[src/include/mem_cfg_cfg.svh]
`ifndef MEM_CFG_CFG_SVH
`define MEM_CFG_CFG_SVH

// bus widths
`define MEM_ADDR_W      32
`define MEM_DATA_W      64
`define MEM_STRB_W      8

// main memory window with both ends inclusive
`define MEM_BASE        32'h8000_0000
`define MEM_LIMIT       32'h8800_0000

// sram word index bits
`define MEM_DEPTH_LOG2  8

// cycles from timer start to the sram access
`define SRAM_WAIT       3

// four 64-bit device registers
`define DEV_REGS_LOG2   2

`endif
[src/rtl/mem_pkg.sv]
`include "mem_cfg_cfg.svh"

package mem_pkg;

    typedef logic [`MEM_ADDR_W-1:0] addr_t;
    typedef logic [`MEM_DATA_W-1:0] data_t;
    typedef logic [`MEM_STRB_W-1:0] strb_t;

    // same encoding as the axi resp field
    typedef enum logic [1:0] {
        resp_okay   = 2'b00,
        resp_decerr = 2'b11
    } resp_t;

    typedef struct packed {
        addr_t addr;
    } fetch_req_t;

    typedef struct packed {
        addr_t addr;
        logic  we;
        data_t wdata;
        strb_t strb;
    } data_req_t;

    typedef struct packed {
        data_t rdata;
        resp_t resp;
    } mem_rsp_t;

    typedef enum logic [2:0] {
        arb_idle,
        arb_sram_wait,
        arb_sram_read,
        arb_dev_access,
        arb_respond
    } arb_state_t;

    typedef enum logic {
        grant_fetch,
        grant_data
    } grant_t;

    // latency counter for the sram model
    typedef logic [$clog2(`SRAM_WAIT + 1)-1:0] wait_cnt_t;

endpackage

[src/rtl/req_slot.sv]
module req_slot import mem_pkg::*; #(
    parameter type payload_t = fetch_req_t
) (
    input  logic     clk,
    input  logic     rst_i,
    // requester side
    input  logic     in_valid_i,
    output logic     in_ready_o,
    input  payload_t in_data_i,
    // arbiter side
    output logic     out_valid_o,
    input  logic     out_ready_i,
    output payload_t out_data_o
);

    logic     valid_q;
    payload_t data_q;

    // free when empty or when the held entry leaves this cycle
    assign in_ready_o  = !valid_q || out_ready_i;
    assign out_valid_o = valid_q;
    assign out_data_o  = data_q;

    always_ff @(posedge clk) begin
        if (rst_i) begin
            valid_q <= 1'b0;
        end else if (in_ready_o) begin
            valid_q <= in_valid_i;
        end
    end

    always_ff @(posedge clk) begin
        if (in_valid_i && in_ready_o) begin
            data_q <= in_data_i;
        end
    end

    // payload held steady toward the arbiter until popped
    a_hold_payload: assert property (@(posedge clk) disable iff (rst_i)
        out_valid_o && !out_ready_i |=> out_valid_o && $stable(out_data_o));

endmodule

[config.mk]
export PLATFORM = sky130hd
export DESIGN_NAME = req_slot
export DESIGN_NICKNAME = d
export VERILOG_FILES = /design/src/rtl/mem_pkg.sv /design/src/rtl/req_slot.sv
export VERILOG_INCLUDE_DIRS = /design/src /design/src/include
export SDC_FILE = /design/constraint.sdc
export NUM_CORES = 1
export LEC_CHECK = 0
export CAP_MARGIN = 10
export CORE_MARGIN = 1.5
export CORE_UTILIZATION = 52
export CTS_CLUSTER_DIAMETER = 40
export DETAILED_ROUTE_END_ITERATION = 16
export DONT_BUFFER_PORTS = 1
export HOLD_SLACK_MARGIN = 0.05
export PLACE_DENSITY = 0.7
export SLEW_MARGIN = 25
export SYNTH_ARGS = -nofsm -noshare
export SYNTH_HDL_FRONTEND = slang
export SYNTH_SLANG_ARGS = --single-unit
export TNS_END_PERCENT = 20
[constraint.sdc]
create_clock -name clk -period 1.1 [get_ports clk]
set_input_delay 0.22 -clock clk [delete_from_list [all_inputs] [get_ports clk]]
set_output_delay 0.22 -clock clk [all_outputs]
set_load 0.005 [all_outputs]
==> results.json <==
{
  "status": "finished clean",
  "vias_per_cell": 4.75,
  "skew_ns": 0.00761,
  "dr.pass1.iters": 2,
  "finalCritPeriodShare_pct": 99.1,
  "initial_core_util_pct": 57.0,
  "antenna_found_initial": 0,
  "cp_num_buf_inv": 1,
  "path_clk_slew_ns": 0.09,
  "overflow": 0,
  "die-area_mm2": 0.00223,
  "numCtsBuffers": 5,
  "ys_types": 6,
  "grt_usage_pct": 19.7,
  "cts_root_buffer": "clkbuf_4",
  "worstPathCellList": "nand2b_4 > buf_6",
  "synth.area.top_cells": "edfxtp_1 (95%), dfxtp_1 (2.0%), nand2b_4 (1.4%)",
  "synthesis.nets": 73,
  "worstMarginPinSlew_ns": 0.135,
  "required_ns": 0.88,
  "route.detailed.drc": 0,
  "worstPathMaxFanout": 2,
  "r2r-end": "out_data_o[30]",
  "htreeDepth": 2,
  "synth_top_area_share_pct": 94.6,
  "switching_power_mw": 0.465,
  "max_stage_delay_ns": 0.37,
  "rsz0062_at_grt": "true",
  "grt_pass1_wl_mm": 2.66,
  "drt_iter0_markers": 7,
  "synth_top_flop_cell": "edfxtp_1",
  "pwr_density_cell_mw_per_mm2": 1520,
  "p_int_mw": 1.82,
  "critical_path_class": "flop to primary output",
  "fp.dieW_um": 47.2,
  "fillerInstances": 73,
  "hold_start": "out_ready_i",
  "yosys_warnings": 0,
  "wire_per_inst_um": 18.0,
  "crit_family": "flip-flops",
  "synth_seq_cells": 33,
  "cts_tree": "yes",
  "slowest_stage": "dfxtp_4",
  "grt_pass1_vias": 536,
  "r2r_cells": 3,
  "vias": 513,
  "ios": 70,
  "synth_area_leader_cell": "edfxtp_1",
  "diodes": 0,
  "drive_above_1_share_pct": 18.1,
  "finalHoldViolCount": 0,
  "critPathCaptureType": "primary output",
  "holdPathEnd": "out_valid_o",
  "syn-cell-area_mm2": 0.00102,
  "power_frac_comb_pct": 7.4,
  "max_freq_mhz": 917,
  "routed_wirelength_mm": 1.94,
  "syn_area_per_cell_um2": 27.5,
  "antenna_left": 0,
  "hp-class": "input pin to flop",
  "worst_ep_arrival_time_ns": 0.87,
  "rrSetupSlack_ns": 0.04,
  "slew_headroom_pct": 91.0,
  "fin_nets": 118,
  "seqPwrFrac_pct": 65.9,
  "reg2reg_from": "out_valid_o",
  "io_buffers": 0,
  "clock_latency_ns": 0.33,
  "min_path_cells": 3,
  "timing.final.crit_period_ns": 1.09,
  "place.gp.congestion": 0.614,
  "die_h_um": 47.2,
  "vdd_drop_max_v": 0.00128,
  "worst_setup_path_start_kind": "flop",
  "leakage_nw": 0.541,
  "dp.cells": 66,
  "power_frac_clock_pct": 26.8,
  "cts.sinks": 33,
  "synthArstFlopShare_pct": 0,
  "slew_violations": 0,
  "core_area_mm2": 0.00178,
  "synth-edff-count": 32,
  "cts_buffer_depth": 2,
  "syn_inst": 37,
  "ys_seq_area_share_pct": 96.6,
  "core.rowCount": 15,
  "grt_max_degree": 19,
  "fin_cells": 108,
  "hold_ws_ns": 0.170,
  "p_sw_share_pct": 20.3,
  "finalSetupViolCount": 0,
  "yosys.cell_count.top_type": "edfxtp_1",
  "drv_cap": 0,
  "areaGrowthSynthToFinish_pct": 47.8
}
## kinds of logic (layout without fill, tap and decap cells)
kind of cell / count (synthesis) / after routing / synth area share, %
flip-flops: 33 / 33 / 96.6
buffers and inverters: 1 / 47 / 0.369
AO/OA/AOI/OAI: 1 / 1 / 0.862
AND/OR/NAND/NOR: 2 / 2 / 2.22
## metal layers
| metal | vias up | wire length, um | track usage (%) |
|---|---|---|---|
| li1 | 234 | - | - |
| met1 | 237 | 701 | 19.9 |
| met2 | 40 | 1060 | 31.8 |
| met3 | 2 | 165 | 12.3 |
| met4 | 0 | 14 | 10.0 |
| met5 | - | 0 | 0 |
## cell type report
cell class,instances,area [um^2],share of cell area [%]
Sequential cell,33,985,65.6
Timing Repair Buffer,38,399,26.6
Clock buffer,6,41.3,2.75
Multi-Input combinational cell,3,31.3,2.08
Tap cell,25,31.3,2.08
Clock inverter,2,10.0,0.667
Inverter,1,3.75,0.250
## metrics by stage
stage	utilization [%]	instance area [um^2]	setup slack (ns)	setup TNS, ns	total power [mW]
after floorplan	-	1020	0.00914	0	1.55
after global placement	61.8	1100	0.0734	0	1.60
after detailed placement	61.8	1100	0.0404	0	1.60
after CTS	84.2	1500	-0.0143	-0.0143	2.28
after global routing	84.2	1500	-0.0513	-0.0886	2.39
final	84.2	1500	0.00939	0	2.29
## worst reg2reg max path, stage by stage (launching register included)
cell and delay (ns):
dfxtp_4 0.37, nand2b_4 0.07, and2_4 0.18, buf_12 0.16
## power by group through the flow
stage | registers, mW | logic (mW) | clock network, mW
floorplan | 1.52 | 0.0315 | 0
global placement | 1.53 | 0.0631 | 0
detailed placement | 1.54 | 0.0657 | 0
CTS | 1.51 | 0.162 | 0.611
global route | 1.51 | 0.181 | 0.700
finish | 1.51 | 0.169 | 0.612
## cells in the final DEF (no fill, tap or decap)
master	synthesis	layout
a21oi_2	1	1
and2_4	1	1
buf_12	0	2
buf_4	0	1
buf_6	0	1
clkbuf_1	0	1
clkbuf_4	0	5
clkinv_2	0	2
dfxtp_4	0	1
dlygate4sd3_1	0	34
edfxtp_1	32	32
inv_1	1	1
nand2b_4	1	1
## sequential cells by signal, indices dropped and copies added, names as in the netlist
signal and flops:
out_valid_o 1, out_data_o 32
## repair_timing
| item | in CTS | in global routing |
|---|---|---|
| setup endpoints to repair | 1 | 8 |
| resized for setup | 3 | 0 |
| hold buffers | 34 | 0 |
| pin swaps | 0 | 0 |
| hold endpoints to repair | 33 | 0 |
| buffers inserted | 0 | 0 |
## worst max path at each step
stage / start / to / cells after the start
after floorplan: out_valid_o / out_data_o[0] / 2
after global placement: out_valid_o / out_data_o[30] / 3
after detailed placement: out_valid_o / out_data_o[2] / 3
after CTS: out_valid_o / in_ready_o / 2
after global routing: out_valid_o / in_ready_o / 2
final: out_valid_o / in_ready_o / 2
No activity file was read; power rests on OpenSTA's default activity.
