--- config.mk ---
export PLATFORM = sky130hd
export DESIGN_NAME = mmio_regs
export DESIGN_NICKNAME = d
export VERILOG_FILES = /design/src/rtl/mem_pkg.sv /design/src/rtl/mmio_regs.sv
export VERILOG_INCLUDE_DIRS = /design/src /design/src/include
export SDC_FILE = /design/constraint.sdc
export NUM_CORES = 1
export LEC_CHECK = 0
export ABC_CLOCK_PERIOD_IN_PS = 1700
export BUFFER_PORTS_ARGS = -buffer_cell sky130_fd_sc_hd__clkbuf_2
export CELL_PAD_IN_SITES_DETAIL_PLACEMENT = 2
export CELL_PAD_IN_SITES_GLOBAL_PLACEMENT = 2
export CORE_MARGIN = 4
export CORE_UTILIZATION = 32
export CTS_BUF_LIST = sky130_fd_sc_hd__clkbuf_8
export DETAILED_ROUTE_END_ITERATION = 12
export GPL_TIMING_DRIVEN = 1
export HOLD_SLACK_MARGIN = 0.05
export PLACE_DENSITY_LB_ADDON = 0.1
export SLEW_MARGIN = 30
export SYNTH_ARGS = -nofsm -noshare
export SYNTH_HDL_FRONTEND = slang
export SYNTH_SLANG_ARGS = --single-unit
--- constraint.sdc ---
create_clock -name clk -period 1.7 [get_ports clk]
set_clock_uncertainty 0.1 [all_clocks]
set_input_delay 0.255 -clock clk [delete_from_list [all_inputs] [get_ports clk]]
set_output_delay 0.255 -clock clk [all_outputs]
set_load 0.01 [all_outputs]
--- src/include/mem_cfg_cfg.svh ---
`ifndef MEM_CFG_CFG_SVH
`define MEM_CFG_CFG_SVH

// bus widths
`define MEM_ADDR_W      32
`define MEM_DATA_W      64
`define MEM_STRB_W      8

// main memory window with both ends inclusive
`define MEM_BASE        32'h8000_0000
`define MEM_LIMIT       32'h8800_0000

// sram word index bits
`define MEM_DEPTH_LOG2  8

// cycles from timer start to the sram access
`define SRAM_WAIT       3

// four 64-bit device registers
`define DEV_REGS_LOG2   2

`endif
--- src/rtl/mem_pkg.sv ---
`include "mem_cfg_cfg.svh"

package mem_pkg;

    typedef logic [`MEM_ADDR_W-1:0] addr_t;
    typedef logic [`MEM_DATA_W-1:0] data_t;
    typedef logic [`MEM_STRB_W-1:0] strb_t;

    // same encoding as the axi resp field
    typedef enum logic [1:0] {
        resp_okay   = 2'b00,
        resp_decerr = 2'b11
    } resp_t;

    typedef struct packed {
        addr_t addr;
    } fetch_req_t;

    typedef struct packed {
        addr_t addr;
        logic  we;
        data_t wdata;
        strb_t strb;
    } data_req_t;

    typedef struct packed {
        data_t rdata;
        resp_t resp;
    } mem_rsp_t;

    typedef enum logic [2:0] {
        arb_idle,
        arb_sram_wait,
        arb_sram_read,
        arb_dev_access,
        arb_respond
    } arb_state_t;

    typedef enum logic {
        grant_fetch,
        grant_data
    } grant_t;

    // latency counter for the sram model
    typedef logic [$clog2(`SRAM_WAIT + 1)-1:0] wait_cnt_t;

endpackage

--- src/rtl/mmio_regs.sv ---
`include "mem_cfg_cfg.svh"

module mmio_regs import mem_pkg::*; (
    input  logic                      clk,
    input  logic                      rst_i,
    input  logic                      en_i,
    input  logic                      we_i,
    input  logic [`DEV_REGS_LOG2-1:0] index_i,
    input  data_t                     wdata_i,
    input  strb_t                     strb_i,
    output data_t                     rdata_o
);

    localparam int num_regs = 2 ** `DEV_REGS_LOG2;

    data_t regs_q [num_regs];

    always_ff @(posedge clk) begin
        if (rst_i) begin
            for (int r = 0; r < num_regs; r++) begin
                regs_q[r] <= '0;
            end
        end else if (en_i && we_i) begin
            for (int b = 0; b < `MEM_STRB_W; b++) begin
                if (strb_i[b]) begin
                    regs_q[index_i][b*8 +: 8] <= wdata_i[b*8 +: 8];
                end
            end
        end
    end

    // read is combinational within the access cycle
    assign rdata_o = regs_q[index_i];

endmodule

==> summary.txt, run 1 <==
Worst setup path
  – Crit-path slowest cell: mux4_2
  – WP buf/inv: 1
  – Critical path's top delay family: multiplexers
  – CP Class: flip-flop to output port
  – Crit-path cells: mux4_2, clkbuf_2
  – CP arrival: approximately 1.7 ns
  – Worst stage delay on the critical path: a little over 0.5 ns
  – Critical Path Fanout Max: 1
  – Crit end category: output port
  – Startpoint types: flip-flop
  – CP required: 1.34 ns

Floorplanning
  – Die area: approximately 42000 sq um
  – DIE WIDTH: just over 200 um
  – Core area: 37800 sq um
  – Die Height: between 200 and 250 um
  – Std cell rows: 71
  – Initial Util: 0.325
  – # IOs: ~140

STA
  – Max Fclk: 490 MHz
  – Final Slew Violations: 0
  – Final hold viol count: 0
  – Worst Slack Setup Final: -0.340 ns
  – Hold slack: around 0.14 ns
  – Final setup vio count: 64
  – Final min period: a little over 2 ns
  – Fin crit share: 1.20
  – Worst slew margin: 0.598
  – Worst-margin pin slew: 0.603 ns
  – RSZ-0062 raised after global routing: yes

Logic synthesis
  – Synth Instances: 773
  – Unique masters post-synth: 23
  – Synth Area in Adders: 0
  – Synth Area in Simple Gates: 0.0995
  – Yosys reg bits: 256
  – Combinational family with the most area after synthesis: multiplexers
  – Syn avg cell area: between 15 and 20 sq um
  – Total number of yosys warnings: 0
  – Compound-Gate Fraction of Synth Area: 0.0957
  – Multiplexer area fraction after synthesis: 0.117
  – Syn Nets: 851
  – Sequential share of the synthesized area: 0.625
  – Synth Area in XOR/XNOR: 0
  – Mapped Area: 12300 sq um

Drt
  – WL/cell: between 20 and 25 um
  – Vias per std cell: roughly 5.1
  – Routed WL: ~37000 um
  – Initial DRC Count: 360
  – Drt pass-1 iters: 6
  – Antenna-violating nets left: 0
  – Via total after detailed routing: roughly 8000
  – Drc violations: 0

Pwr
  – Sw Share: 0.259
  – Pleak: around 5.6 nW
  – Share of power burned in registers: 0.496
  – Total Power: 0.0151 W
  – P_sw: 0.00390 W
  – Maximum vdd drop: around 0.00041 V
  – Comb pwr share: 0.130
  – Pwr dens: 944 nW/um^2
  – P_int: roughly 0.011 W
  – Clock power share: 0.374

Layout
  – ANT cells: 0
  – Largest Register: regs_q
  – Final core occ: 0.422
  – Proportion of layout cells with a drive suffix above 1: 0.431
  – Fill cells: around 3700
  – Post-route cell area: approximately 16000 sq um
  – Area growth syn-to-layout: 29.8%
  – Max FFs per register: approximately 260
  – Nets@finish: roughly 1100
  – Largest regs: regs_q (256)

Place
  – Final GP Congestion: 0.782
  – DP HPWL: between 20000 and 30000 um
  – Port Buf Inserts: about 140
  – Post-place setup slack: -0.234 ns
  – DP Area: 14400 sq um

Global routing
  – Initial antenna violation count: 0
  – GRT Util Overall: 0.182
  – First-pass GRT wire length: 58100 um
  – Overflow left after global routing: 0
  – Maximum number of pins on one net before global-route repair: 29
  – Vias in the first global route: ~9300

Clocking
  – CTS tree: built
  – Clock Tree Root: clkbuf_8
  – Worst-path clk slew: approximately 0.06 ns
  – Clk sinks: around 260
  – Maximum root-to-sink buffer count: 3
  – CTS buffer count: 48
  – H-tree levels: 2

Outcome
  – Status: complete, but fails checks
  – Failing checks: negative setup slack

Worst hold path
  – Worst hold-check path type: input pin to flip-flop

Run
  – Max_cap viols: 0
timing repair:
item,in CTS,in global routing
hold endpoints to repair,256,0
hold buffers,64,0
setup buffers,0,0
gates resized for setup,0,24
setup endpoints to repair,64,64
power groups by stage:
stage	registers (W)	clock network, W	logic, W
after floorplan	0.00751	0	0.00103
final	0.00747	0.00564	0.00196
after global placement	0.00759	0	0.00181
after global routing	0.00750	0.00617	0.00211
after CTS	0.00748	0.00587	0.00198
after detailed placement	0.00761	0	0.00185
area by class of cell:
| type | count | area, sq um | share of cell area |
|---|---|---|---|
| Inverter | 64 | 240 | 0.0150 |
| Sequential cell | 256 | 7690 | 0.481 |
| Clock inverter | 38 | 216 | 0.0136 |
| Clock buffer | 48 | 661 | 0.0414 |
| Tap cell | 511 | 639 | 0.0400 |
| Timing Repair Buffer | 312 | 2600 | 0.163 |
| Multi-Input combinational cell | 367 | 3930 | 0.246 |
cells by family after synthesis:
family,after synthesis
AOI/OAI and AO/OA,96
DFF,256
muxes,64
and+or+nand+nor,207
buffers and inverters,150
per-layer routing:
layer,up-vias,GRT usage,wire length (um),part of all wire
met5,-,0,0,0
met4,0,0.0505,619,0.017
met1,4254,0.235,16000,0.43
met2,169,0.316,19400,0.52
met3,40,0.0294,1370,0.037
li1,3677,-,-,-
cells in the final DEF, fill, tap and decap left out:
cell,Yosys,routed
or2_4,0,1
nand4b_2,2,2
buf_6,14,7
inv_6,0,1
and4_1,1,1
nand4b_4,6,6
buf_4,19,78
nand2b_4,0,2
mux4_2,64,64
buf_2,27,7
nor4_4,2,2
a21o_2,1,1
edfxtp_1,256,256
nor3_1,190,190
dlygate4sd3_1,0,64
o21bai_1,24,7
a21o_1,7,7
o21bai_2,0,17
buf_12,0,32
a2111oi_2,60,60
a2111oi_0,4,4
clkbuf_2,1,124
clkinv_1,0,17
inv_1,64,71
clkinv_2,0,10
nand2_4,1,1
bufinv_16,0,2
nor3_2,2,2
clkbuf_8,0,48
clkinvlp_4,0,1
through the flow:
step,std cells,setup TNS [ns]
finish,1596,-16.26
global route,1596,-21.23
CTS,1596,-20.82
detailed placement,1446,-44.81
global placement,1446,-41.95
floorplan,773,-1.74
worst paths after layout:
path / cells after the start / to / slack, ns / start
min: 3 / regs_q[3][9]$_DFFE_PP_ / 0.14 / strb_i[1]
max: 2 / rdata_o[61] / -0.34 / regs_q[1][61]$_SDFFCE_PN0P_
synthesized netlist by cell type (all sizes together):
cell	n	share of area
mux4	64	0.12
nand2b	2	0.0010
or2	1	0.00051
a2111oi	64	0.076
nand4b	8	0.014
a21o	8	0.0050
o21bai	24	0.015
inv	64	0.020
edfxtp	256	0.62
and4	1	0.00071
nor4	2	0.0035
nand2	1	0.00092
buf	66	0.037
nor3	192	0.079
clkbuf	20	0.0062
No activity file was read; power rests on OpenSTA's default activity.
==> inputs of run 2 (changes only) <==
CTS_BUF_LIST = default   (was sky130_fd_sc_hd__clkbuf_8)
==> run 2 against run 1 <==
The run still ends with negative setup slack left. Die area unchanged. Maximum frequency up 3.8%. Hold slack worse by 0.075 ns. First-iteration DRC count up 6.4%. Largest power group unchanged. Critical path type unchanged. Setup slack better by 0.074 ns. Design area down 2.6%. Power up 1.3%. Global-route usage down 0.61 points. Combinational power down 4%. Wire length down 2.0%.
==> summary.txt, run 2 (synthesis gave the netlist of run 1 again) <==
Outcome
  – Status: complete, but fails checks (unchanged)
  – Failing checks: negative setup slack (unchanged)

Place
  – DP HPWL: 25400 um (unchanged)
  – Port Buf Inserts: 141 (unchanged)
  – Final GP Congestion: 0.782 (unchanged)

Layout
  – Fill cells: 3744 (was 3730)
  – Footprint of the multi-input gates: 3930 sq um (unchanged)
  – Most frequent cells in the layout: edfxtp_1 (256), nor3_1 (190), clkbuf_2 (127) (was edfxtp_1 (256), nor3_1 (190), clkbuf_2 (124))
  – Proportion of layout cells with a drive suffix above 1: 0.441 (was 0.431)
  – FF+latch area: 7690 sq um (unchanged)
  – ANT cells: 0 (unchanged)
  – Nets@finish: 1065 (was 1127)
  – Largest Register: regs_q (unchanged)
  – Commonest non-fill, non-tap cell in the layout: edfxtp_1 (unchanged)
  – Area growth syn-to-layout: 26.3% (was 29.8%)
  – Largest regs: regs_q (256) (unchanged)
  – Max FFs per register: 256 (unchanged)

Clocking
  – H-tree levels: 1 (was 2)
  – Clock Tree Root: clkbuf_16 (was clkbuf_8)
  – CTS buffer count: 29 (was 48)
  – Post-CTS Repair Setup Buffers: 0 (unchanged)
  – CTS tree: built (unchanged)
  – Worst-path clk slew: 0.06 ns (about the same)
  – Maximum root-to-sink buffer count: 3 (unchanged)
  – Clk sinks: 256 (unchanged)

Pwr
  – Pwr dens: 983 nW/um^2 (was 944 nW/um^2)
  – Total Power: 0.0153 W (was 0.0151 W)
  – Maximum vdd drop: 0.000660 V (was 0.000414 V)
  – Pleak: 5.39 nW (was 5.61 nW)

Worst setup path
  – CP Class: flip-flop to output port (unchanged)
  – CP required: 1.34 ns (about the same)
  – Startpoint types: flip-flop (unchanged)
  – Critical Path Fanout Max: 1 (unchanged)
  – CP arrival: 1.61 ns (was 1.68 ns)
  – Crit end category: output port (unchanged)

Global routing
  – First-pass GRT wire length: 57000 um (was 58100 um)
  – Initial antenna violation count: 0 (unchanged)
  – Vias in the first global route: 8817 (was 9307)
  – Overflow left after global routing: 0 (unchanged)
  – GRT Util Overall: 0.175 (was 0.182)
  – Maximum number of pins on one net before global-route repair: 29 (unchanged)

Drt
  – Antenna-violating nets left: 0 (unchanged)
  – Routed WL: 36600 um (was 37400 um)
  – Drt pass-1 iters: 4 (was 6)
  – Via total after detailed routing: 7835 (was 8140)
  – Top Layer Used: met4 (unchanged)
  – Drc violations: 0 (unchanged)
  – Wire length on met3: 1410 um (was 1370 um)
  – WL/cell: 24.1 um (was 23.4 um)
  – Metal-1 WL: 15900 um (was 16000 um)
  – Initial DRC Count: 383 (was 360)
  – Vias per std cell: 5.15 (was 5.10)
  – Met2 Wirelength: 18900 um (was 19400 um)

STA
  – Max Fclk: 509 MHz (was 490 MHz)
  – Worst Slack Setup Final: -0.266 ns (was -0.340 ns)
  – Final min period: 1.97 ns (was 2.04 ns)
  – TNS Setup: -13.14 ns (was -16.26 ns)
  – Final hold viol count: 0 (unchanged)
  – RSZ-0062 raised after global routing: yes (unchanged)
  – Worst slew margin: 0.605 (was 0.598)
  – Worst-margin pin slew: 0.592 ns (was 0.603 ns)
  – Final setup vio count: 64 (unchanged)
  – Final Slew Violations: 0 (unchanged)
  – Fin crit share: 1.16 (was 1.20)
  – Hold slack: 0.0626 ns (was 0.138 ns)

Floorplanning
  – Die area: 41700 sq um (unchanged)
  – Die Height: 204 um (unchanged)
  – Core area: 37800 sq um (unchanged)
  – DIE WIDTH: 204 um (unchanged)
  – # IOs: 142 (unchanged)
  – Std cell rows: 71 (unchanged)
  – Initial Util: 0.325 (unchanged)

Worst hold path
  – Worst hold-check path type: input pin to flip-flop (unchanged)

Run
  – Max_cap viols: 0 (unchanged)
## run 2: cell count changes in the layout (fill, tap and decap cells not counted)
cell           previous run  this run
clkbuf_8                 48         0
dlygate4sd3_1            64        21
clkbuf_16                 0        29
clkinv_1                 17         8
inv_1                    71        64
clkbuf_1                  0         6
buf_2                     7         4
clkbuf_2                124       127
clkinv_2                 10         7
buf_4                    78        77
buf_6                     7         8
inv_6                     1         0
## run 2: power breakdown
group / switching, W / internal [W]
clock: 0.00252 / 0.00341
sequential: 0.000138 / 0.00733
combinational: 0.00104 / 0.000835
## run 2: critical path, cell delays in order (launching register included)
cell	delay [ns]
edfxtp_1	0.42
mux4_2	0.51
clkbuf_2	0.15
## run 2: routing by layer
layer / vias up / GRT usage
li1: 3541 / -
met1: 4118 / 0.237
met2: 138 / 0.308
met3: 38 / 0.0260
met4: 0 / 0.0258
met5: - / 0
## run 2: metrics by stage
step	instances	instance area, sq um	setup slack (ns)	utilization
floorplan	773	12400	-0.109	-
global placement	1446	14400	-0.230	0.381
detailed placement	1446	14400	-0.234	0.381
CTS	1520	15500	-0.300	0.410
global route	1520	15500	-0.335	0.411
finish	1520	15500	-0.266	0.411
## run 2: worst paths after layout
check | to | start | slack, ns | depth (start not counted)
max | rdata_o[56] | regs_q[0][56]$_SDFFCE_PN0P_ | -0.27 | 2
min | regs_q[3][47]$_DFFE_PP_ | wdata_i[47] | 0.06 | 3
## run 2: cell type report
| cell class | count | area share |
|---|---|---|
| flip-flops and latches | 256 | 0.494 |
| multi-input cells | 367 | 0.252 |
| well taps | 511 | 0.0411 |
| clock buffers | 35 | 0.0481 |
| repair buffers | 269 | 0.140 |
| clock inverters | 18 | 0.00853 |
| inverters | 64 | 0.0155 |
## run 2: what timing repair did
| action | 4_1_cts | 5_1_grt |
|---|---|---|
| hold buffers | 21 | 0 |
| endpoints found under the hold margin | 48 | 0 |
| gates resized for setup | 1 | 22 |
| cloned | 0 | 0 |
| setup endpoints to repair | 64 | 64 |
