**config.mk**
```make
export PLATFORM = sky130hd
export DESIGN_NAME = bus_arbiter_fsm
export DESIGN_NICKNAME = d
export VERILOG_FILES = /design/src/rtl/mem_pkg.sv /design/src/rtl/bus_arbiter_fsm.sv
export VERILOG_INCLUDE_DIRS = /design/src /design/src/include
export SDC_FILE = /design/constraint.sdc
export NUM_CORES = 1
export LEC_CHECK = 0
export ABC_AREA = 1
export BUFFER_PORTS_ARGS = -buffer_cell sky130_fd_sc_hd__buf_2
export CAP_MARGIN = 20
export CORE_AREA = 2 2 221 223
export DETAILED_ROUTE_END_ITERATION = 7
export DIE_AREA = 0 0 223 225
export PLACE_DENSITY_LB_ADDON = 0.2
export SLEW_MARGIN = 10
export SYNTH_ARGS = -nofsm -noshare
export SYNTH_HDL_FRONTEND = slang
export SYNTH_SLANG_ARGS = --single-unit
export TNS_END_PERCENT = 100
```
**constraint.sdc**
```tcl
create_clock -name clk -period 1.4 [get_ports clk]
set_input_delay 0.28 -clock clk [delete_from_list [all_inputs] [get_ports clk]]
set_output_delay 0.28 -clock clk [all_outputs]
set_load 0.03 [all_outputs]
```
**src/include/mem_cfg_cfg.svh**
```systemverilog
`ifndef MEM_CFG_CFG_SVH
`define MEM_CFG_CFG_SVH

// bus widths
`define MEM_ADDR_W      32
`define MEM_DATA_W      64
`define MEM_STRB_W      8

// main memory window with both ends inclusive
`define MEM_BASE        32'h8000_0000
`define MEM_LIMIT       32'h8800_0000

// sram word index bits
`define MEM_DEPTH_LOG2  8

// cycles from timer start to the sram access
`define SRAM_WAIT       3

// four 64-bit device registers
`define DEV_REGS_LOG2   2

`endif
```
**src/rtl/mem_pkg.sv**
```systemverilog
`include "mem_cfg_cfg.svh"

package mem_pkg;

    typedef logic [`MEM_ADDR_W-1:0] addr_t;
    typedef logic [`MEM_DATA_W-1:0] data_t;
    typedef logic [`MEM_STRB_W-1:0] strb_t;

    // same encoding as the axi resp field
    typedef enum logic [1:0] {
        resp_okay   = 2'b00,
        resp_decerr = 2'b11
    } resp_t;

    typedef struct packed {
        addr_t addr;
    } fetch_req_t;

    typedef struct packed {
        addr_t addr;
        logic  we;
        data_t wdata;
        strb_t strb;
    } data_req_t;

    typedef struct packed {
        data_t rdata;
        resp_t resp;
    } mem_rsp_t;

    typedef enum logic [2:0] {
        arb_idle,
        arb_sram_wait,
        arb_sram_read,
        arb_dev_access,
        arb_respond
    } arb_state_t;

    typedef enum logic {
        grant_fetch,
        grant_data
    } grant_t;

    // latency counter for the sram model
    typedef logic [$clog2(`SRAM_WAIT + 1)-1:0] wait_cnt_t;

endpackage

```
**src/rtl/bus_arbiter_fsm.sv**
```systemverilog
`include "mem_cfg_cfg.svh"

module bus_arbiter_fsm import mem_pkg::*; (
    input  logic                       clk,
    input  logic                       rst_i,
    // fetch slot
    input  logic                       fetch_valid_i,
    output logic                       fetch_ready_o,
    input  fetch_req_t                 fetch_req_i,
    // data slot
    input  logic                       data_valid_i,
    output logic                       data_ready_o,
    input  data_req_t                  data_req_i,
    // wait timer
    output logic                       timer_start_o,
    input  logic                       timer_done_i,
    // sram
    output logic                       sram_en_o,
    output logic                       sram_we_o,
    output logic [`MEM_DEPTH_LOG2-1:0] sram_index_o,
    output data_t                      sram_wdata_o,
    output strb_t                      sram_strb_o,
    input  data_t                      sram_rdata_i,
    // device registers
    output logic                       dev_en_o,
    output logic                       dev_we_o,
    output logic [`DEV_REGS_LOG2-1:0]  dev_index_o,
    output data_t                      dev_wdata_o,
    output strb_t                      dev_strb_o,
    input  data_t                      dev_rdata_i,
    // responses
    output logic                       fetch_rsp_valid_o,
    input  logic                       fetch_rsp_ready_i,
    output mem_rsp_t                   fetch_rsp_o,
    output logic                       data_rsp_valid_o,
    input  logic                       data_rsp_ready_i,
    output mem_rsp_t                   data_rsp_o
);

    localparam int offset_w = $clog2(`MEM_STRB_W);

    arb_state_t state_q;
    arb_state_t state_d;
    grant_t     last_grant_q;
    addr_t      cur_addr_q;
    logic       cur_we_q;
    data_t      cur_wdata_q;
    strb_t      cur_strb_q;
    data_t      rsp_data_q;
    resp_t      rsp_code_q;
    logic       take_fetch;
    logic       take_data;
    addr_t      sel_addr;
    logic       sel_in_window;

    //**********************************************************
    // request pick and address decode
    //**********************************************************
    // on a tie the requester not served last goes first
    assign take_fetch = (state_q == arb_idle) && fetch_valid_i &&
                        (!data_valid_i || last_grant_q == grant_data);
    assign take_data  = (state_q == arb_idle) && data_valid_i && !take_fetch;

    assign fetch_ready_o = take_fetch;
    assign data_ready_o  = take_data;

    assign sel_addr      = take_data ? data_req_i.addr : fetch_req_i.addr;
    assign sel_in_window = (sel_addr >= `MEM_BASE) && (sel_addr <= `MEM_LIMIT);

    assign timer_start_o = (take_fetch || take_data) && sel_in_window;

    always_comb begin
        state_d = state_q;
        unique case (state_q)
            arb_idle: begin
                if (take_fetch || take_data) begin
                    if (sel_in_window) begin
                        state_d = arb_sram_wait;
                    end else if (take_data) begin
                        state_d = arb_dev_access;
                    end else begin
                        state_d = arb_respond;
                    end
                end
            end
            arb_sram_wait: begin
                // writes have nothing to read back
                if (timer_done_i) begin
                    state_d = cur_we_q ? arb_respond : arb_sram_read;
                end
            end
            arb_sram_read:  state_d = arb_respond;
            arb_dev_access: state_d = arb_respond;
            arb_respond: begin
                if ((fetch_rsp_valid_o && fetch_rsp_ready_i) ||
                    (data_rsp_valid_o && data_rsp_ready_i)) begin
                    state_d = arb_idle;
                end
            end
            default: state_d = arb_idle;
        endcase
    end

    always_ff @(posedge clk) begin
        if (rst_i) begin
            state_q      <= arb_idle;
            last_grant_q <= grant_data;
        end else begin
            state_q <= state_d;
            if (take_fetch) begin
                last_grant_q <= grant_fetch;
            end else if (take_data) begin
                last_grant_q <= grant_data;
            end
        end
    end

    // captured request
    always_ff @(posedge clk) begin
        if (take_fetch) begin
            cur_addr_q  <= fetch_req_i.addr;
            cur_we_q    <= 1'b0;
            cur_wdata_q <= '0;
            cur_strb_q  <= '0;
        end else if (take_data) begin
            cur_addr_q  <= data_req_i.addr;
            cur_we_q    <= data_req_i.we;
            cur_wdata_q <= data_req_i.wdata;
            cur_strb_q  <= data_req_i.strb;
        end
    end

    //**********************************************************
    // sram and device register access
    //**********************************************************
    assign sram_en_o    = (state_q == arb_sram_wait) && timer_done_i;
    assign sram_we_o    = cur_we_q;
    assign sram_index_o = cur_addr_q[offset_w +: `MEM_DEPTH_LOG2];
    assign sram_wdata_o = cur_wdata_q;
    assign sram_strb_o  = cur_strb_q;

    assign dev_en_o    = (state_q == arb_dev_access);
    assign dev_we_o    = cur_we_q;
    assign dev_index_o = cur_addr_q[offset_w +: `DEV_REGS_LOG2];
    assign dev_wdata_o = cur_wdata_q;
    assign dev_strb_o  = cur_strb_q;

    //**********************************************************
    // response build
    //**********************************************************
    // zero data unless a read fills it in
    always_ff @(posedge clk) begin
        if (take_fetch || take_data) begin
            rsp_data_q <= '0;
            rsp_code_q <= (take_fetch && !sel_in_window) ? resp_decerr : resp_okay;
        end else if (state_q == arb_sram_read) begin
            rsp_data_q <= sram_rdata_i;
        end else if (state_q == arb_dev_access && !cur_we_q) begin
            rsp_data_q <= dev_rdata_i;
        end
    end

    assign fetch_rsp_valid_o = (state_q == arb_respond) && (last_grant_q == grant_fetch);
    assign data_rsp_valid_o  = (state_q == arb_respond) && (last_grant_q == grant_data);

    assign fetch_rsp_o.rdata = rsp_data_q;
    assign fetch_rsp_o.resp  = rsp_code_q;
    assign data_rsp_o.rdata  = rsp_data_q;
    assign data_rsp_o.resp   = rsp_code_q;

    a_one_rsp: assert property (@(posedge clk) disable iff (rst_i)
        !(fetch_rsp_valid_o && data_rsp_valid_o));

    a_fetch_rsp_hold: assert property (@(posedge clk) disable iff (rst_i)
        fetch_rsp_valid_o && !fetch_rsp_ready_i |=>
            fetch_rsp_valid_o && $stable(fetch_rsp_o));

    a_data_rsp_hold: assert property (@(posedge clk) disable iff (rst_i)
        data_rsp_valid_o && !data_rsp_ready_i |=>
            data_rsp_valid_o && $stable(data_rsp_o));

endmodule

```
==> flow_metrics.py, run 1 <==
metrics = {
    "run_status": {
        "status": "finished, violations left",
        "violations": "setup timing",
    },
    "grt": {
        "grt_pass1_wl_mm": 48.2,
        "grt_use_met1_pct": 14.4,
        "grtUsageMet2_pct": 23.8,
        "grt.overflow.total": 0,
        "antenna_found_initial": 11,
        "track_usage_pct": 13.3,
        "grt_pass1_vias": 7636,
        "grt.busiest_layer": "met2",
        "grtUsageMet3_pct": 3.87,
        "grt_start_max_net_pins": 64,
    },
    "synthesis": {
        "synth_edf_count": 9,
        "synthTopCellsByCount": "nand2_1, buf_4, dfxtp_1",
        "synth_top_area_cell": "dfxtp_1",
        "synth_seq_cells": 150,
        "synthesis.nets": 1170,
        "yosysTopAreaCellShare_pct": 40.3,
        "synthesis.area_sq_um": 7010,
        "async_flop_share_pct": 0,
        "yosysSeqAreaShare_pct": 44.1,
        "ys.warnings.count": 0,
        "synth_most_common_cell": "nand2_1",
        "synth_area_per_cell_sq_um": 7.80,
        "netlist-cell-type-count": 25,
        "postSynthCellCount": 898,
        "synth_ff_type": "dfxtp_1",
        "synth_area_leaders": "dfxtp_1, buf_4, nand2_1",
    },
    "placement": {
        "pre_cts_ws_ns": -0.739,
        "port_buffers": 566,
        "place_congestion": 0.780,
        "dp_hpwl_mm": 24.3,
        "post_dp_cell_area_sq_um": 10000,
    },
    "power_and_ir_drop": {
        "p_leak_uw": 0.00628,
        "p_total_uw": 34000,
        "ir_drop_v": 0.000961,
        "power_density_nw_per_um2": 2690,
    },
    "floorplanning": {
        "boundaryPins": 567,
        "num_rows": 80,
        "initial_core_util_pct": 14.7,
        "design.die.area_sq_um": 50200,
        "chipHeight_um": 225,
        "die_w_um": 223,
        "design.core.area_sq_um": 47500,
    },
    "run": {
        "maxCapViolations": 0,
    },
    "timing": {
        "fin_crit_sh_pct": 163,
        "finClkSkew_ns": 0.00807,
        "fin_ws_ns": -0.883,
        "worstMarginPinSlew_ns": 0.944,
        "setup_viol": 178,
        "clock.fmax_mhz": 438,
        "hold_viol_final": 0,
        "slew_headroom_pct": 37.1,
        "min_period_ns": 2.28,
        "setup-tns-final_ns": -78.42,
        "slew_violations": 0,
        "rsz0062_at_grt": "true",
    },
    "cts": {
        "insertion_delay_ns": 0.47,
        "root_buffer": "clkbuf_16",
        "cts_tree": "done",
        "clk_path_buf_depth": 2,
        "htreeDepth": 4,
        "clock-sinks": 150,
        "clk_pin_slew_ns": 0.06,
        "cts_buffers": 17,
    },
    "setup_path": {
        "path_max_fanout": 7,
        "crit_chain": "nor2_4 -> nand3_2 -> nor2_4 -> buf_6 -> nand4_1 -> nand2_1 -> nand2_1 -> inv_1 -> nand2_2 -> a21oi_4 -> buf_6",
        "critical_path_depth": 11,
        "required_ns": 1.12,
        "cp-startpoint": "state_q[0]",
        "worst_r2r_endpoint": "dev_wdata_o[17]",
        "worstSetupEndpoint": "timer_start_o",
        "r2r-start": "last_grant_q",
        "cpPeakStageDelay_ns": 0.33,
        "critPathBufInv": 3,
        "critPathSlowestCell": "dfxtp_2",
        "arrival_ns": 2.00,
        "timing_worst_setup_path_type": "reg -> out",
        "start_kind": "register",
        "endpoint_kind": "primary output",
        "cpLargestDelayFamily": "simple AND/OR/NAND/NOR gates",
        "reg2reg_depth": 12,
        "rrSetupSlack_ns": -0.61,
    },
    "routing": {
        "drtPass1Iterations": 4,
        "vias": 8109,
        "ant_nets": 0,
        "routed_wl_mm": 35.3,
        "avgViaCountPerCell": 3.94,
        "drt_iter0_drc": 268,
        "drc_errors": 0,
        "wire_per_inst_um": 17.2,
    },
    "final_layout": {
        "area_delta_synth_final_pct": 80.4,
        "design_area_sq_um": 12600,
        "final_util_pct": 26.6,
        "layout-drive-gt1-share_pct": 57.8,
        "nets": 1703,
    },
    "min_path": {
        "worstHoldPathType": "in -> reg",
    },
}
worst min-delay path by stage:
stage,cells past startpoint,slack (ns),to,from
final,3,0.06,dev_wdata_o[21],data_req_i[29]
after global routing,3,0.03,dev_wdata_o[53],data_req_i[61]
after CTS,3,0.003,dev_wdata_o[4],data_req_i[12]
after detailed placement,2,0.46,dev_wdata_o[58],dev_wdata_o[58]
after global placement,2,0.46,dev_wdata_o[47],dev_wdata_o[47]
after floorplan,1,0.34,state_q[2],rst_i
registers in the layout, summed over array words and instances, names as in the netlist:
register,flops
rsp_data_q,64
last_grant_q,1
rsp_code_q,1
dev_we_o,1
dev_strb_o,8
cur_addr_q,8
state_q,3
dev_wdata_o,64
layer usage:
metal	routed length, um	vias to the layer above
met3	2420	58
li1	-	3970
met1	13900	3684
met2	17800	387
met4	1090	10
met5	66	-
cells by family (layout without fill, tap and decap cells):
group                  Yosys count  after routing  share of synthesized area (%)
other                            0              1                              0
AOI/OAI and AO/OA              281            281                           22.2
buffers and inverters          235            779                           20.6
DFF                            150            150                           44.1
and+or+nand+nor                232            232                           13.1
per-stage QoR:
step,cells,hold WS [ns]
after global routing,2057,0.0296
after global placement,1949,0.458
final,2058,0.0558
after detailed placement,1949,0.464
after CTS,2039,0.00346
after floorplan,898,0.342
report_power, final:
part	leakage [uW]	internal, uW	switching [uW]	total [uW]
sequential	0.00125	6340	1580	7920
clock	0.000307	3060	1930	4990
combinational	0.00473	7480	13600	21100
total	0.00628	16900	17100	34000
worst register-to-register path: cells and delay by family, from the launching register on:
kind,cells,cell delay (ns)
and+or+nand+nor,1,0.10
buffers and inverters,9,1.04
DFF,1,0.35
AOI/OAI and AO/OA,2,0.43
cell type report:
type	count	area, sq um
timing repair buffer	715	4860
antenna	1	2.50
multi-input combinational	513	3140
tap	615	769
clock inverter	5	81.3
inverter	34	140
fill	5157	34900
clock buffer	25	549
sequential	150	3100
placed cells by master (no fill, tap or decap), types with 8 or more instances in the layout:
cell type and n:
buf_2 554, nand2_1 164, dfxtp_1 133, a21oi_1 106, buf_4 51, o21ai_0 50
buf_6 39, nor2_1 33, inv_1 26, clkbuf_16 24, o22ai_1 22, buf_12 22
o22ai_2 21, o22ai_4 21, a21oi_2 18, dlygate4sd3_1 18, a22o_1 17, o21ai_1 16
buf_8 13, nor2_4 12, buf_16 12, edfxtp_1 9, dfxtp_2 8
what timing repair did:
item,CTS,global route
gates cloned,17,4
resized for setup,126,144
setup buffers,29,30
pin swaps,27,59
hold buffers,18,0
endpoints found under the setup margin,219,217
hold endpoints to repair,19,0
No activity file was read; power rests on OpenSTA's default activity.
==> inputs of run 2 (changes only) <==
--- a/config.mk
+++ b/config.mk
@@ -9,9 +9,12 @@
 export ABC_AREA = 1
 export BUFFER_PORTS_ARGS = -buffer_cell sky130_fd_sc_hd__buf_2
 export CAP_MARGIN = 20
-export CORE_AREA = 2 2 221 223
+export CELL_PAD_IN_SITES_DETAIL_PLACEMENT = 0
+export CELL_PAD_IN_SITES_GLOBAL_PLACEMENT = 1
+export CORE_AREA = 2 2 218 220
+export CTS_CLUSTER_DIAMETER = 50
 export DETAILED_ROUTE_END_ITERATION = 7
-export DIE_AREA = 0 0 223 225
+export DIE_AREA = 0 0 220 222
 export PLACE_DENSITY_LB_ADDON = 0.2
 export SLEW_MARGIN = 10
 export SYNTH_ARGS = -nofsm -noshare
==> run 2 against run 1 <==
The run still ends with setup timing left. Worst setup slack improved by 0.075 ns. Wire length is 1.1% higher. Register-to-register slack improved by 0.22 ns. Fmax up 3.4%. Non-clock buffer count shrank 28. Global-route usage rose by 0.37 points. Design area down 7.3%. Highest routed layer unchanged.
==> flow_metrics.py, run 2 (synthesis results as in run 1) <==
metrics = {
    "power_and_ir_drop": {
        "p_int_uw": 15700,
        "switchingPower_uw": 16600,
        "p_comb_share_pct": 60.2,
        "sw_frac_of_total_pct": 51.4,
        "p_leak_uw": 0.00593,
        "seqPwrFrac_pct": 24.6,
        "ir_drop_v": 0.00117,
        "power_density_nw_per_um2": 2750,
        "p_clk_share_pct": 15.2,
    },
    "cts": {
        "clk_pin_slew_ns": 0.06,
        "insertion_delay_ns": 0.48,
        "root_buffer": "clkbuf_16",
        "cts_tree": "done",
        "clock-sinks": 150,
        "cts_buffers": 17,
        "clk_path_buf_depth": 2,
        "htreeDepth": 4,
    },
    "grt": {
        "grt.overflow.total": 0,
        "antenna_found_initial": 17,
        "grt_pass1_wl_mm": 48.1,
        "grt_pass1_vias": 7491,
        "grt_start_max_net_pins": 67,
        "track_usage_pct": 13.6,
    },
    "setup_path": {
        "worst_r2r_endpoint": "cur_addr_q[3]",
        "worstSetupEndpoint": "timer_start_o",
        "rrSetupSlack_ns": -0.39,
        "path_max_fanout": 4,
        "required_ns": 1.12,
        "r2r-start": "state_q[0]",
        "arrival_ns": 1.93,
        "start_kind": "register",
        "reg2reg_depth": 10,
        "cp-startpoint": "state_q[0]",
        "timing_worst_setup_path_type": "reg -> out",
        "endpoint_kind": "primary output",
    },
    "routing": {
        "drc_errors": 0,
        "drt_iter0_drc": 270,
        "vias": 7990,
        "routed_wl_mm": 35.7,
        "avgViaCountPerCell": 3.95,
        "wire_per_inst_um": 17.6,
        "drtPass1Iterations": 6,
        "ant_nets": 0,
    },
    "final_layout": {
        "final_cell_mix": "buf_2, nand2_1, dfxtp_1",
        "layout-drive-gt1-share_pct": 52.4,
        "area_delta_synth_final_pct": 67.2,
        "diodes": 0,
        "multi_input_area_sq_um": 2650,
        "final_common_cell": "buf_2",
        "regArea_sq_um": 3110,
        "nets": 1676,
        "fillers": 5096,
    },
    "timing": {
        "fin_crit_sh_pct": 158,
        "fin_ws_ns": -0.808,
        "slew_violations": 0,
        "worstMarginPinSlew_ns": 0.291,
        "min_period_ns": 2.21,
        "rsz0062_at_grt": "true",
        "hold_slack_ns": 0.0512,
        "slew_headroom_pct": 80.5,
        "setup_viol": 168,
        "hold_viol_final": 0,
        "finClkSkew_ns": 0.0162,
        "clock.fmax_mhz": 453,
    },
    "run_status": {
        "status": "finished, violations left",
        "violations": "setup timing",
    },
    "placement": {
        "port_buffers": 566,
        "pre_cts_ws_ns": -0.516,
        "place_congestion": 0.772,
        "dp_hpwl_mm": 26.7,
    },
    "min_path": {
        "worstHoldPathType": "in -> reg",
    },
    "floorplanning": {
        "initial_core_util_pct": 15.1,
        "die_w_um": 220,
        "num_rows": 79,
        "chipHeight_um": 222,
        "boundaryPins": 567,
        "design.core.area_sq_um": 46300,
        "design.die.area_sq_um": 48800,
    },
    "run": {
        "maxCapViolations": 0,
    },
}
## run 2: changes by cell type in the layout (fill, tap and decap cells not counted), sizes merged
cell	change
nand3	+1
bufbuf	+2
buf	-42
diode	-1
clkinvlp	-1
clkinv	+6
dlygate4sd3	+10
inv	+1
clkbuf	-2
## run 2: routing by layer
metal / vias up / wire length, um / global-route usage, %
met4: 14 / 571 / 3.88
li1: 3912 / - / -
met3: 58 / 2780 / 4.84
met1: 3621 / 14200 / 15.1
met5: - / 92 / 0
met2: 385 / 18100 / 24.3
## run 2: power by group through the flow
| stage | sequential (uW) | clock (uW) | combinational, uW |
|---|---|---|---|
| after global routing | 8230 | 5260 | 20700 |
| after detailed placement | 8000 | 0 | 17500 |
| final | 7930 | 4890 | 19400 |
| after global placement | 7960 | 0 | 17600 |
| after floorplan | 11300 | 0 | 9810 |
| after CTS | 7980 | 5150 | 18600 |
## run 2: metrics by stage
step                      TNS, ns  std cells  total power [uW]  util (%)  cell area [sq um]
final                      -45.23       2024             32200      25.3              11700
after global routing       -63.66       2024             34200      25.3              11700
after CTS                  -39.26       2010             31700      24.4              11300
after detailed placement   -44.95       1936             25500      21.6               9980
after global placement     -39.02       1936             25600      21.6               9980
after floorplan            -0.720        898             21100         -               7070
## run 2: worst min-delay path by stage
stage               depth (start not counted)              end  slack (ns)       startpoint
floorplan                                   1       state_q[2]        0.34            rst_i
global placement                            2  dev_wdata_o[36]        0.46  dev_wdata_o[36]
detailed placement                          2  dev_wdata_o[53]        0.46  dev_wdata_o[53]
CTS                                         3   dev_wdata_o[3]     0.00003   data_req_i[11]
global route                                3  dev_wdata_o[27]        0.02   data_req_i[35]
finish                                      3  dev_wdata_o[37]        0.05   data_req_i[45]
## run 2: cell type report
type | count | share of cell area, %
Timing Repair Buffer | 687 | 37.9
Sequential cell | 150 | 26.6
Multi-Input combinational cell | 514 | 22.6
Tap cell | 607 | 6.48
Clock buffer | 21 | 4.20
Inverter | 34 | 1.17
Clock inverter | 11 | 1.03
## run 2: timing repair
item | in CTS | in global routing
setup endpoints to repair | 262 | 268
pin swaps | 10 | 13
setup buffers | 11 | 9
hold endpoints to repair | 29 | 0
cloned | 3 | 7
resized for setup | 81 | 57
hold buffers | 28 | 0
## run 2: worst max-delay path: stages (launching register included)
cell and delay, ns:
dfxtp_2 0.35, buf_4 0.19, nor2_4 0.07, buf_4 0.14, nand3_4 0.09, nand4_1 0.09, nand2_1 0.06, nand2_1 0.06
inv_2 0.07, nand2_4 0.05, a21oi_4 0.12, buf_6 0.15
